<file path="config.mk">
export PLATFORM = sky130hd
export DESIGN_NAME = pulse_discriminator
export DESIGN_NICKNAME = d
export VERILOG_FILES = /design/src/common/acq_pkg.sv /design/src/self_trigger/pulse_discriminator.sv
export VERILOG_INCLUDE_DIRS = /design/src /design/src/common
export SDC_FILE = /design/constraint.sdc
export NUM_CORES = 1
export LEC_CHECK = 0
export BUFFER_PORTS_ARGS = -buffer_cell sky130_fd_sc_hd__buf_4
export CORE_MARGIN = 8
export CORE_UTILIZATION = 40
export CTS_BUF_LIST = sky130_fd_sc_hd__clkbuf_4
export DETAILED_ROUTE_END_ITERATION = 8
export PLACE_DENSITY_LB_ADDON = 0.15
export SETUP_SLACK_MARGIN = 0.15
export SYNTH_ARGS = -nofsm -noshare
export SYNTH_HDL_FRONTEND = slang
export SYNTH_SLANG_ARGS = --single-unit
</file>
<file path="constraint.sdc">
create_clock -name adc_clk -period 8.74 [get_ports adc_clk]
set_input_delay 0.874 -clock adc_clk [delete_from_list [all_inputs] [get_ports adc_clk]]
set_output_delay 0.874 -clock adc_clk [all_outputs]
set_load 0.02 [all_outputs]
</file>
<file path="src/common/acq_cfg.svh">
`ifndef ACQ_CFG_SVH
`define ACQ_CFG_SVH

////////////////////
// datapath widths
`define ACQ_SAMPLE_W   12     // adc sample bits
`define ACQ_RING_AW    10     // ring address bits, 1024 samples
`define ACQ_TS_W       42     // timestamp counter bits
`define ACQ_WORD_W     64     // readout word bits
`define ACQ_WFM_W      16     // waveform number bits in header
`define ACQ_CHAN_W     4      // channel id bits in header

////////////////////
// trigger and queue
`define ACQ_PED_LOG2   4      // boxcar length is 2**4 samples
`define ACQ_FIFO_DEPTH 4      // queued trigger records

////////////////////
// word kind codes
`define ACQ_TAG_HDR    2'b01  // header word
`define ACQ_TAG_DAT    2'b10  // data word

`endif
</file>
<file path="src/common/acq_pkg.sv">
package acq_pkg;

  `include "acq_cfg.svh"

  ////////////////////
  // sample as it leaves the adc
  typedef struct packed {
    logic                     ovr;     // over-range flag
    logic [`ACQ_SAMPLE_W-1:0] sample;  // raw code
  } adc_sample_t;

  ////////////////////
  // one queued trigger
  typedef struct packed {
    logic [`ACQ_RING_AW-1:0] addr;  // ring slot of the crossing sample
    logic [`ACQ_TS_W-1:0]    ts;    // counter value at the crossing edge
  } trig_rec_t;

  localparam int DAT_IDX_W = 16;  // sample index field in data view
  localparam int DAT_PAD_W = `ACQ_WORD_W - 2 - DAT_IDX_W - $bits(adc_sample_t);

  // header view of a readout word
  typedef struct packed {
    logic [1:0]            kind;     // ACQ_TAG_HDR
    logic [`ACQ_WFM_W-1:0] wfm_num;  // counts headers from zero
    logic [`ACQ_TS_W-1:0]  ts;       // trigger time
    logic [`ACQ_CHAN_W-1:0] chan_id;
  } hdr_view_t;

  // data view of a readout word
  typedef struct packed {
    logic [1:0]           kind;   // ACQ_TAG_DAT
    logic [DAT_IDX_W-1:0] index;  // position inside the window
    logic [DAT_PAD_W-1:0] pad;    // always zero
    adc_sample_t          smp;    // sample with its over-range bit
  } dat_view_t;

  // the kind field sits at the top of both views
  typedef union packed {
    hdr_view_t hdr;
    dat_view_t dat;
  } acq_word_u;

endpackage

</file>
<file path="src/self_trigger/pulse_discriminator.sv">
`timescale 1ns/1ps
`include "acq_cfg.svh"

module pulse_discriminator import acq_pkg::*; (
  input  logic                     adc_clk,
  input  logic                     arst_n,
  input  adc_sample_t              adc_data,     // sample on this edge
  input  logic                     enable,       // look for triggers
  input  logic                     reset_timer,  // holds the timestamp at zero
  input  logic [`ACQ_SAMPLE_W-1:0] threshold,    // required excess over pedestal
  input  logic [`ACQ_RING_AW-1:0]  wr_addr,      // ring slot written on this edge
  output logic                     self_trig,    // one cycle after the crossing edge
  output trig_rec_t                trig_rec      // valid with self_trig
);

  localparam int PED_N = 1 << `ACQ_PED_LOG2;
  localparam int SUM_W = `ACQ_SAMPLE_W + `ACQ_PED_LOG2;

  logic [`ACQ_SAMPLE_W-1:0]     hist [PED_N];  // previous samples, [0] newest
  logic [SUM_W-1:0]             ped_sum;       // running sum of hist
  logic [`ACQ_PED_LOG2:0]       fill_cnt;      // samples taken since enable
  logic                         ready;
  logic [`ACQ_SAMPLE_W-1:0]     pedestal;
  logic signed [`ACQ_SAMPLE_W:0] excess;
  logic                         above;
  logic                         above_q;       // previous sample was above
  logic                         fire;
  logic [`ACQ_TS_W-1:0]         ts_cnt;

  ////////////////////
  // boxcar pedestal
  assign ready    = fill_cnt[`ACQ_PED_LOG2];             // 16 samples in history
  assign pedestal = ped_sum[SUM_W-1:`ACQ_PED_LOG2];      // sum / 16
  assign excess   = $signed({1'b0, adc_data.sample}) - $signed({1'b0, pedestal});
  assign above    = excess > $signed({1'b0, threshold}); // equal is not enough
  assign fire     = enable && ready && above && !above_q; // rising crossing only

  always_ff @(posedge adc_clk) begin
    if (enable) begin
      hist[0] <= adc_data.sample;
      for (int i = 1; i < PED_N; i++) begin
        hist[i] <= hist[i-1];  // oldest falls off the end
      end
    end
  end

  always_ff @(posedge adc_clk or negedge arst_n) begin
    if (!arst_n) begin
      ped_sum  <= '0;
      fill_cnt <= '0;
      above_q  <= 1'b0;
    end else if (!enable) begin
      ped_sum  <= '0;  // restart the fill when re-enabled
      fill_cnt <= '0;
      above_q  <= 1'b0;
    end else begin
      above_q <= above;
      if (ready) begin
        ped_sum <= ped_sum + SUM_W'(adc_data.sample) - SUM_W'(hist[PED_N-1]);
      end else begin
        ped_sum  <= ped_sum + SUM_W'(adc_data.sample);  // history still filling
        fill_cnt <= fill_cnt + 1'b1;
      end
    end
  end

  ////////////////////
  // timestamp and record
  always_ff @(posedge adc_clk or negedge arst_n) begin
    if (!arst_n) begin
      ts_cnt    <= '0;
      self_trig <= 1'b0;
    end else begin
      ts_cnt    <= reset_timer ? '0 : ts_cnt + 1'b1;  // free running
      self_trig <= fire;
    end
  end

  always_ff @(posedge adc_clk) begin
    if (fire) begin
      trig_rec <= '{addr: wr_addr, ts: ts_cnt};  // counter value at the crossing edge
    end
  end

endmodule

</file>
==> report_table.html, run 1 <==
<table>
<tr><th>Metric</th><th>Value</th></tr>
<tr><th colspan="2">Status</th></tr>
<tr><td>Run status</td><td>completed</td></tr>
<tr><th colspan="2">Clock network</th></tr>
<tr><td>Buffers inserted during post-CTS setup optimization</td><td>0</td></tr>
<tr><td>Clock tree from TritonCTS</td><td>yes</td></tr>
<tr><td>Clock buffer count from CTS</td><td>81</td></tr>
<tr><td>Number of hold buffers added after CTS</td><td>0</td></tr>
<tr><td>Maximum clock path buffer count</td><td>3</td></tr>
<tr><td># clock sinks</td><td>309</td></tr>
<tr><td>Clock latency on the worst-skew pair</td><td>0.69 ns</td></tr>
<tr><td>Clock tree root driver cell</td><td>clkbuf_4</td></tr>
<tr><td>Clock-pin slew of the registers on the worst-case setup and hold paths</td><td>0.06 ns</td></tr>
<tr><td>CTS H-tree depth</td><td>3</td></tr>
<tr><td>CTS resizes</td><td>0</td></tr>
<tr><th colspan="2">Logic synthesis</th></tr>
<tr><td>Number of synthesized flops with an enable pin</td><td>244</td></tr>
<tr><td>Avg Synthesized Cell Area</td><td>15.3 um^2</td></tr>
<tr><td>Synth Instances</td><td>798</td></tr>
<tr><td>Async S/R FF share, synth</td><td>21.0%</td></tr>
<tr><td>Number of warnings issued by yosys</td><td>0</td></tr>
<tr><td>Most instantiated flip-flop cell in the synthesis netlist</td><td>edfxtp_1</td></tr>
<tr><td>Yosys reg bits</td><td>309</td></tr>
<tr><td>Synth cell types</td><td>58</td></tr>
<tr><td>Post-synthesis sequential area ratio</td><td>73.3%</td></tr>
<tr><td>Mapped Area</td><td>0.0122 mm^2</td></tr>
<tr><td>Syn nets</td><td>890</td></tr>
<tr><th colspan="2">Min path</th></tr>
<tr><td>Worst min-delay path class</td><td>in2async</td></tr>
<tr><th colspan="2">Drt</th></tr>
<tr><td>Remaining antenna violation count</td><td>0</td></tr>
<tr><td>Detailed Route Iter0 Violations</td><td>295</td></tr>
<tr><td>Average wire per standard cell</td><td>15.8 um</td></tr>
<tr><td>Final wirelength</td><td>22,500 um</td></tr>
<tr><td>Via density per instance</td><td>4.73</td></tr>
<tr><td>Vias after detailed routing</td><td>6,749</td></tr>
<tr><td>DRC violations left</td><td>0</td></tr>
<tr><td>1st-pass router iterations</td><td>5</td></tr>
<tr><th colspan="2">STA</th></tr>
<tr><td>Final critical-path share of the clock period</td><td>48.6%</td></tr>
<tr><td>Final hold violation count</td><td>0</td></tr>
<tr><td>Setup-failing EPs final</td><td>0</td></tr>
<tr><td>Max-Slew Margin vs Limit</td><td>39.8%</td></tr>
<tr><td>Post-Route Setup TNS</td><td>0 ns</td></tr>
<tr><td>Unrepaired setup endpoints after global routing</td><td>no</td></tr>
<tr><td>Fmax</td><td>0.236 GHz</td></tr>
<tr><td>Final Max Tran Viols</td><td>0</td></tr>
<tr><td>Slew @ Worst Pin</td><td>0.903 ns</td></tr>
<tr><td>Worst Setup Slack, final</td><td>4.50 ns</td></tr>
<tr><td>Min cycle time layout</td><td>4.24 ns</td></tr>
<tr><td>Clock Skew</td><td>0.0453 ns</td></tr>
<tr><th colspan="2">Placement</th></tr>
<tr><td>Count of input and output buffers</td><td>90</td></tr>
<tr><td>Worst slack after detailed placement</td><td>3.82 ns</td></tr>
<tr><td>Placed Cells</td><td>1,279</td></tr>
<tr><td>Half-perimeter wire length after placement</td><td>14,000 um</td></tr>
<tr><td>Gp weighted congestion</td><td>0.741</td></tr>
<tr><th colspan="2">Finish</th></tr>
<tr><td>Final Util</td><td>47.8%</td></tr>
<tr><td>Signed area change from the synthesized netlist to the final layout</td><td>18.6%</td></tr>
<tr><td>Post-layout nets</td><td>1,058</td></tr>
<tr><td>Number of cells in the finished layout apart from fillers</td><td>1,426</td></tr>
<tr><td>Number of fill cells in the layout</td><td>2,668</td></tr>
<tr><td>Commonest non-fill, non-tap cells in the layout</td><td>edfxtp_1 (244), clkbuf_4 (118), buf_4 (93), nor2_1 (80), dfrtp_1 (65)</td></tr>
<tr><td>Share of final-layout standard cells stronger than drive strength 1</td><td>23.4%</td></tr>
<tr><td>Most common cell after layout, fill and taps aside</td><td>edfxtp_1</td></tr>
<tr><th colspan="2">Critical path</th></tr>
<tr><td>Max Fanout on Critical Path</td><td>34</td></tr>
<tr><td>Setup CP Type</td><td>reg2reg</td></tr>
<tr><td>Critical Path Sink Type</td><td>flop</td></tr>
<tr><td>Data arrival time of the critical path</td><td>4.58 ns</td></tr>
<tr><td>Type of origin of the critical path</td><td>flop</td></tr>
<tr><td>Required time reported for the critical path endpoint</td><td>9.07 ns</td></tr>
<tr><th colspan="2">Floorplanning</th></tr>
<tr><td>Horizontal die dimension</td><td>191 um</td></tr>
<tr><td>Height of the chip</td><td>191 um</td></tr>
<tr><td>Starting Density</td><td>40.3%</td></tr>
<tr><td>Core outline area</td><td>0.0303 mm^2</td></tr>
<tr><td>Floorplan row count</td><td>64</td></tr>
<tr><td>Die Footprint</td><td>0.0364 mm^2</td></tr>
<tr><td># IOs</td><td>92</td></tr>
<tr><th colspan="2">Global route</th></tr>
<tr><td>Overall fraction of global-route tracks in use</td><td>12.8%</td></tr>
<tr><td>Number of antenna violations at the first check in global routing</td><td>1</td></tr>
<tr><td>Total global routing overflow</td><td>0</td></tr>
<tr><td>First-pass GRT wire length</td><td>36,600 um</td></tr>
<tr><td>Maximum number of pins on one net before global-route repair</td><td>73</td></tr>
<tr><td>Via count of the first global-routing pass</td><td>6,992</td></tr>
<tr><th colspan="2">Job</th></tr>
<tr><td>Reported max-cap violation count</td><td>0</td></tr>
<tr><th colspan="2">Pwr</th></tr>
<tr><td>Worst supply voltage drop on vdd</td><td>0.105 mV</td></tr>
<tr><td>Power Dens Cells</td><td>267 mW/mm^2</td></tr>
<tr><td>Static power due to leakage</td><td>5.84 nW</td></tr>
</table>
## report_power, final
part           switching (mW)  internal, mW
clock                   0.571         0.739
sequential             0.0394          1.68
combinational           0.471         0.374
## metal layers
| metal | wire length (um) | up-vias | track usage, % |
|---|---|---|---|
| met2 | 10300 | 129 | 18.4 |
| met1 | 10400 | 3292 | 17.0 |
| met4 | 437 | 0 | 5.70 |
| met3 | 1400 | 38 | 4.72 |
| li1 | - | 3290 | - |
| met5 | 0 | - | 0 |
## synthesized netlist by cell type, types with 4 or more instances
library cell / number / area share [%]
clkbuf_1: 8 / 0.25
and2_1: 4 / 0.20
xnor2_1: 32 / 2.3
nand2_1: 38 / 1.2
xor2_1: 35 / 2.5
a21o_1: 9 / 0.55
and3_1: 10 / 0.51
edfxtp_1: 244 / 60
nand4_1: 7 / 0.36
mux2i_1: 7 / 0.57
o21a_1: 7 / 0.43
ha_1: 50 / 5.1
dfrtp_1: 65 / 13
o21ai_0: 19 / 0.78
nor3_1: 10 / 0.41
nor2_1: 80 / 2.5
inv_1: 50 / 1.5
and4_1: 4 / 0.29
or3_1: 7 / 0.36
nand3_1: 26 / 1.1
a211oi_1: 8 / 0.49
nor2b_1: 7 / 0.36
a21oi_1: 25 / 1.0
## state kept, by name, indices dropped and copies added, names as in the netlist
signal     count
trig_rec      52
ts_cnt        42
ped_sum       16
self_trig      1
fill_cnt       5
above_q        1
hist         192
## metrics by stage
| step | hold WS, ns | power, mW | area (um^2) |
|---|---|---|---|
| 6_report | 0.316 | 3.87 | 14500 |
| 4_1_cts | 0.268 | 3.94 | 14500 |
| 3_5_place_dp | 0.405 | 2.58 | 13400 |
| 2_1_floorplan | 0.400 | 2.39 | 12200 |
| 3_3_place_gp | 0.400 | 2.58 | 13400 |
| 5_1_grt | 0.276 | 4.12 | 14500 |
## worst max-delay path, cell delays in order (launching register included)
cell and delay [ns]:
dfrtp_1 0.40, ha_1 0.22, fa_1 0.41, nor2b_1 0.12
o21ai_0 0.10, a21boi_0 0.27, o21ai_0 0.15, a21oi_1 0.21
nor2_1 0.08, xnor2_1 0.13, ha_1 0.30, nand4_1 0.12
o21ai_0 0.18, a21o_1 0.14, a211oi_1 0.06, nor3_1 0.18
o41a_1 0.18, nor3b_2 0.20, buf_4 0.43
## area by class of cell
| type | instances | area (um^2) | share of cell area, % |
|---|---|---|---|
| Antenna cell | 1 | 2.50 | 0.0173 |
| Clock buffer | 118 | 886 | 6.11 |
| Clock inverter | 28 | 215 | 1.48 |
| Inverter | 51 | 191 | 1.32 |
| Multi-Input combinational cell | 429 | 3040 | 21.0 |
| Sequential cell | 309 | 8950 | 61.8 |
| Tap cell | 396 | 495 | 3.42 |
| Timing Repair Buffer | 94 | 712 | 4.91 |
## logic make-up (layout without fill, tap and decap cells)
family / after synthesis / in the layout / share of synthesized area, %
and+or+nand+nor: 211 / 211 / 8.71
AOI/OAI and AO/OA: 91 / 91 / 5.14
buffers and inverters: 60 / 291 / 1.87
other: 0 / 1 / 0
adders and majority gates: 53 / 53 / 5.61
xor gates and xnor gates: 67 / 67 / 4.80
DFF: 309 / 309 / 73.3
muxes: 7 / 7 / 0.573
## path summary, 6_finish.rpt
kind | startpoint | to | slack [ns] | cells after the start
worst max-delay path | ped_sum[4]$_DFF_PN0_ | trig_rec[23]$_DFFE_PP_ | 4.50 | 18
worst min-delay path | arst_n | ts_cnt[29]$_DFF_PN0_ | 0.32 | 1
worst max register to register | ped_sum[4]$_DFF_PN0_ | trig_rec[23]$_DFFE_PP_ | 4.50 | 18
worst min register to register | hist[1][75]$_DFFE_PP_ | hist[1][87]$_DFFE_PP_ | 0.40 | 0
max in group asynchronous | arst_n | ped_sum[12]$_DFF_PN0_ | 7.83 | 1
min in group adc_clk | wr_addr[7] | trig_rec[49]$_DFFE_PP_ | 0.36 | 1
Power figures use the tool's default switching activity.
==> inputs of run 2 (changes only) <==
==> constraint.sdc (replaced) <==
create_clock -name adc_clk -period 3.77 [get_ports adc_clk]
set_input_delay 0.377 -clock adc_clk [delete_from_list [all_inputs] [get_ports adc_clk]]
set_output_delay 0.377 -clock adc_clk [all_outputs]
set_load 0.02 [all_outputs]
==> run 2 against run 1 <==
Critical endpoint is now trig_rec[26]$_DFFE_PP_. Worst hold slack got worse by 0.18 ns. Sequential share of layout area decreased by 3.5 points. Largest power group unchanged. Worst setup slack got worse by 4.5 ns. Clock skew about the same. Sequential power increased by 130%. Core utilization increased by 2.9 points. Non-clock buffer count increased by 61. Combinational power increased to 3.0 times the previous value. The flow now finishes with violations (negative setup slack). Routed wire length increased by 4.5%. Count of clock-buffer cells in the layout increased by 13. Clock power increased by 140%. Cell count increased by 4.4%.
==> report_table.html, run 2 (same netlist as run 1, synthesis figures left out) <==
<table>
<tr><th>Metric</th><th>Value</th></tr>
<tr><th colspan="2">Finish</th></tr>
<tr><td>Flip-flop count of the largest register after layout</td><td>192 (unchanged)</td></tr>
<tr><td>Post-layout nets</td><td>1,122 (was 1,058)</td></tr>
<tr><td>Signed area change from the synthesized netlist to the final layout</td><td>25.8% (was 18.6%)</td></tr>
<tr><td>Number of fill cells in the layout</td><td>2,581 (was 2,668)</td></tr>
<tr><td>Number of cells in the finished layout apart from fillers</td><td>1,489 (was 1,426)</td></tr>
<tr><td>Largest registers</td><td>hist x192, trig_rec x52, ts_cnt x42 (unchanged)</td></tr>
<tr><td>Share of final-layout standard cells stronger than drive strength 1</td><td>29.5% (was 23.4%)</td></tr>
<tr><td>Design area</td><td>0.0154 mm^2 (was 0.0145 mm^2)</td></tr>
<tr><td>Most common cell after layout, fill and taps aside</td><td>edfxtp_1 (unchanged)</td></tr>
<tr><td>Final Util</td><td>50.6% (was 47.8%)</td></tr>
<tr><td>Commonest non-fill, non-tap cells in the layout</td><td>edfxtp_1 (244), clkbuf_4 (131), buf_4 (121), nor2_1 (76), dfrtp_1 (65) (was edfxtp_1 (244), clkbuf_4 (118), buf_4 (93), nor2_1 (80), dfrtp_1 (65))</td></tr>
<tr><td>Register ranked first by flip-flop count</td><td>hist (unchanged)</td></tr>
<tr><th colspan="2">Clock network</th></tr>
<tr><td># clock sinks</td><td>309 (unchanged)</td></tr>
<tr><td>Clock-pin slew of the registers on the worst-case setup and hold paths</td><td>0.07 ns (was 0.06 ns)</td></tr>
<tr><td>Clock tree from TritonCTS</td><td>yes (unchanged)</td></tr>
<tr><td>Clock tree root driver cell</td><td>clkbuf_4 (unchanged)</td></tr>
<tr><td>Maximum clock path buffer count</td><td>3 (unchanged)</td></tr>
<tr><td>Clock latency on the worst-skew pair</td><td>0.70 ns (was 0.69 ns)</td></tr>
<tr><td>CTS H-tree depth</td><td>3 (unchanged)</td></tr>
<tr><td>Clock buffer count from CTS</td><td>84 (was 81)</td></tr>
<tr><th colspan="2">Drt</th></tr>
<tr><td>Via density per instance</td><td>4.72 (was 4.73)</td></tr>
<tr><td>DRC violations left</td><td>0 (unchanged)</td></tr>
<tr><td>Remaining antenna violation count</td><td>0 (unchanged)</td></tr>
<tr><td>Average wire per standard cell</td><td>15.8 um (about the same)</td></tr>
<tr><td>Detailed Route Iter0 Violations</td><td>323 (was 295)</td></tr>
<tr><td>1st-pass router iterations</td><td>4 (was 5)</td></tr>
<tr><td>Final wirelength</td><td>23,500 um (was 22,500 um)</td></tr>
<tr><td>Vias after detailed routing</td><td>7,024 (was 6,749)</td></tr>
<tr><th colspan="2">Critical path</th></tr>
<tr><td>Setup CP Type</td><td>reg2reg (unchanged)</td></tr>
<tr><td>Crit-path slowest cell</td><td>dfrtp_1 (was buf_4)</td></tr>
<tr><td>Critical Path Sink Type</td><td>flop (unchanged)</td></tr>
<tr><td>Critical register-to-register path endpoint</td><td>trig_rec[26]$_DFFE_PP_ (was trig_rec[23]$_DFFE_PP_)</td></tr>
<tr><td>Number of cells traversed by the worst register-to-register path</td><td>20 (was 18)</td></tr>
<tr><td>Cell-by-cell trace of the critical path</td><td>ha_4 &gt; fa_2 &gt; nor2b_1 &gt; o21ai_1 &gt; a21boi_1 &gt; o21ai_2 &gt; nand2_1 &gt; xor2_1 &gt; ha_1 &gt; a21o_1 &gt; a21o_1 &gt; a21oi_1 &gt; o21ai_1 &gt; a21o_1 &gt; a211oi_2 &gt; nor3_1 &gt; o41a_1 &gt; nor3b_4 &gt; buf_6 &gt; clkbuf_16 (was ha_1 &gt; fa_1 &gt; nor2b_1 &gt; o21ai_0 &gt; a21boi_0 &gt; o21ai_0 &gt; a21oi_1 &gt; nor2_1 &gt; xnor2_1 &gt; ha_1 &gt; nand4_1 &gt; o21ai_0 &gt; a21o_1 &gt; a211oi_1 &gt; nor3_1 &gt; o41a_1 &gt; nor3b_2 &gt; buf_4)</td></tr>
<tr><td>Required time reported for the critical path endpoint</td><td>4.21 ns (was 9.07 ns)</td></tr>
<tr><td>CP dominant cell by count</td><td>a21o_1 (was o21ai_0)</td></tr>
<tr><td>Worst path max stage delay</td><td>0.41 ns (was 0.43 ns)</td></tr>
<tr><td>Type of origin of the critical path</td><td>flop (unchanged)</td></tr>
<tr><td>Data arrival time of the critical path</td><td>4.21 ns (was 4.58 ns)</td></tr>
<tr><td>Worst setup slack for register-to-register paths</td><td>-0.002 ns (was 4.50 ns)</td></tr>
<tr><td>Max Fanout on Critical Path</td><td>11 (was 34)</td></tr>
<tr><td>Bufs and invs on worst path</td><td>2 (was 1)</td></tr>
<tr><td>Top delay family on crit path</td><td>compound AO/OA/AOI/OAI gates (unchanged)</td></tr>
<tr><td>Reg2Reg Launch Point</td><td>ped_sum[4]$_DFF_PN0_ (unchanged)</td></tr>
<tr><th colspan="2">STA</th></tr>
<tr><td>Fmax</td><td>0.265 GHz (was 0.236 GHz)</td></tr>
<tr><td>Final critical-path share of the clock period</td><td>100% (was 48.6%)</td></tr>
<tr><td>Clock Skew</td><td>0.0453 ns (about the same)</td></tr>
<tr><td>Min cycle time layout</td><td>3.77 ns (was 4.24 ns)</td></tr>
<tr><td>Slew @ Worst Pin</td><td>0.888 ns (was 0.903 ns)</td></tr>
<tr><td>Final hold violation count</td><td>0 (unchanged)</td></tr>
<tr><td>Max-Slew Margin vs Limit</td><td>40.8% (was 39.8%)</td></tr>
<tr><td>Post-Route Setup TNS</td><td>-0.00408 ns (was 0 ns)</td></tr>
<tr><td>Unrepaired setup endpoints after global routing</td><td>yes (was no)</td></tr>
<tr><td>Final Max Tran Viols</td><td>0 (unchanged)</td></tr>
<tr><td>Worst Setup Slack, final</td><td>-0.00183 ns (was 4.50 ns)</td></tr>
<tr><td>Setup-failing EPs final</td><td>4 (was 0)</td></tr>
<tr><th colspan="2">Status</th></tr>
<tr><td>Run status</td><td>complete, but fails checks (was completed)</td></tr>
<tr><td>Failing checks</td><td>negative setup slack</td></tr>
<tr><th colspan="2">Floorplanning</th></tr>
<tr><td># IOs</td><td>92 (unchanged)</td></tr>
<tr><td>Horizontal die dimension</td><td>191 um (unchanged)</td></tr>
<tr><td>Starting Density</td><td>40.3% (unchanged)</td></tr>
<tr><td>Core outline area</td><td>0.0303 mm^2 (unchanged)</td></tr>
<tr><td>Floorplan row count</td><td>64 (unchanged)</td></tr>
<tr><td>Die Footprint</td><td>0.0364 mm^2 (unchanged)</td></tr>
<tr><td>Height of the chip</td><td>191 um (unchanged)</td></tr>
<tr><th colspan="2">Pwr</th></tr>
<tr><td>Power Dens Cells</td><td>625 mW/mm^2 (was 267 mW/mm^2)</td></tr>
<tr><td>Static power due to leakage</td><td>6.24 nW (was 5.84 nW)</td></tr>
<tr><td>Worst supply voltage drop on vdd</td><td>0.277 mV (was 0.105 mV)</td></tr>
<tr><th colspan="2">Global route</th></tr>
<tr><td>First-pass GRT wire length</td><td>38,000 um (was 36,600 um)</td></tr>
<tr><td>Number of antenna violations at the first check in global routing</td><td>2 (was 1)</td></tr>
<tr><td>Via count of the first global-routing pass</td><td>7,287 (was 6,992)</td></tr>
<tr><td>Met2 Use GR</td><td>19.0% (was 18.4%)</td></tr>
<tr><td>Maximum number of pins on one net before global-route repair</td><td>146 (was 73)</td></tr>
<tr><td>Overall fraction of global-route tracks in use</td><td>13.1% (was 12.8%)</td></tr>
<tr><td>Routing usage on met1</td><td>17.4% (was 17.0%)</td></tr>
<tr><td>Total global routing overflow</td><td>0 (unchanged)</td></tr>
<tr><td>Global-route track usage on met3</td><td>5.16% (was 4.72%)</td></tr>
<tr><td>Busiest metal layer after global routing</td><td>met2 (unchanged)</td></tr>
<tr><th colspan="2">Min path</th></tr>
<tr><td>Worst min-delay path class</td><td>in2reg (was in2async)</td></tr>
<tr><td>Startpoint of the most critical hold path</td><td>reset_timer</td></tr>
<tr><td>Number of cells traversed by the worst hold path</td><td>2</td></tr>
<tr><td>Sink of the worst hold path</td><td>ts_cnt[36]$_DFF_PN0_</td></tr>
<tr><th colspan="2">Job</th></tr>
<tr><td>Reported max-cap violation count</td><td>0 (unchanged)</td></tr>
<tr><th colspan="2">Placement</th></tr>
<tr><td>Count of input and output buffers</td><td>90 (unchanged)</td></tr>
<tr><td>Gp weighted congestion</td><td>0.767 (was 0.741)</td></tr>
<tr><td>Placed Cells</td><td>1,305 (was 1,279)</td></tr>
<tr><td>Area after detailed placement</td><td>0.0136 mm^2 (was 0.0134 mm^2)</td></tr>
<tr><td>Half-perimeter wire length after placement</td><td>14,100 um (was 14,000 um)</td></tr>
<tr><td>Worst slack after detailed placement</td><td>-0.164 ns (was 3.82 ns)</td></tr>
</table>
==> run 2: changes by cell type in the layout (fill, tap and decap cells not counted), sizes merged <==
cell and delta:
buf +36, dlygate4sd3 +23, clkbuf +15, clkinv -10, bufinv -1
==> run 2: worst max-delay path by stage <==
| stage | slack, ns | endpoint | start | cells after the start |
|---|---|---|---|---|
| after global placement | -0.13 | trig_rec[24]$_DFFE_PP_ | adc_data[1] | 17 |
| final | -0.002 | trig_rec[26]$_DFFE_PP_ | ped_sum[4]$_DFF_PN0_ | 20 |
| after detailed placement | -0.16 | trig_rec[24]$_DFFE_PP_ | adc_data[1] | 18 |
| after global routing | -0.24 | trig_rec[4]$_DFFE_PP_ | ped_sum[4]$_DFF_PN0_ | 19 |
| after floorplan | -0.70 | trig_rec[0]$_DFFE_PP_ | ped_sum[4]$_DFF_PN0_ | 17 |
| after CTS | -0.04 | trig_rec[45]$_DFFE_PP_ | ped_sum[4]$_DFF_PN0_ | 20 |
==> run 2: area by class of cell <==
class | instances | area [um^2] | area share [%]
Antenna cell | 1 | 2.50 | 0.0163
Inverter | 51 | 191 | 1.25
Clock buffer | 131 | 983 | 6.40
Multi-Input combinational cell | 429 | 3240 | 21.1
Timing Repair Buffer | 155 | 1360 | 8.84
Clock inverter | 17 | 146 | 0.953
Sequential cell | 309 | 8950 | 58.3
Tap cell | 396 | 495 | 3.22
==> run 2: where the power goes <==
| group | internal (mW) | switching, mW | leakage (nW) | total (mW) |
|---|---|---|---|---|
| Combinational | 1.26 | 1.28 | 2.31 | 2.54 |
| Sequential | 3.88 | 0.0882 | 3.25 | 3.97 |
| Clock | 1.78 | 1.33 | 0.677 | 3.10 |
| Total | 6.92 | 2.70 | 6.24 | 9.61 |
==> run 2: metal layers <==
metal  vias up  wire (um)
met5         -         13
met2       130      10600
met4         2        424
li1       3422          -
met3        46       1500
met1      3424      11000
==> run 2: what timing repair did <==
action | CTS | global route
hold buffers | 23 | 0
endpoints found under the setup margin | 55 | 57
pin swaps | 4 | 22
resized for setup | 9 | 32
hold endpoints to repair | 87 | 0
gates cloned | 3 | 2
buffers inserted | 4 | 3
==> run 2: per-stage QoR <==
step | total power [mW] | hold WS, ns
6_report | 9.61 | 0.133
5_1_grt | 10.3 | 0.0820
4_1_cts | 9.53 | 0.0582
3_5_place_dp | 6.26 | 0.405
3_3_place_gp | 6.25 | 0.400
2_1_floorplan | 5.56 | 0.0814
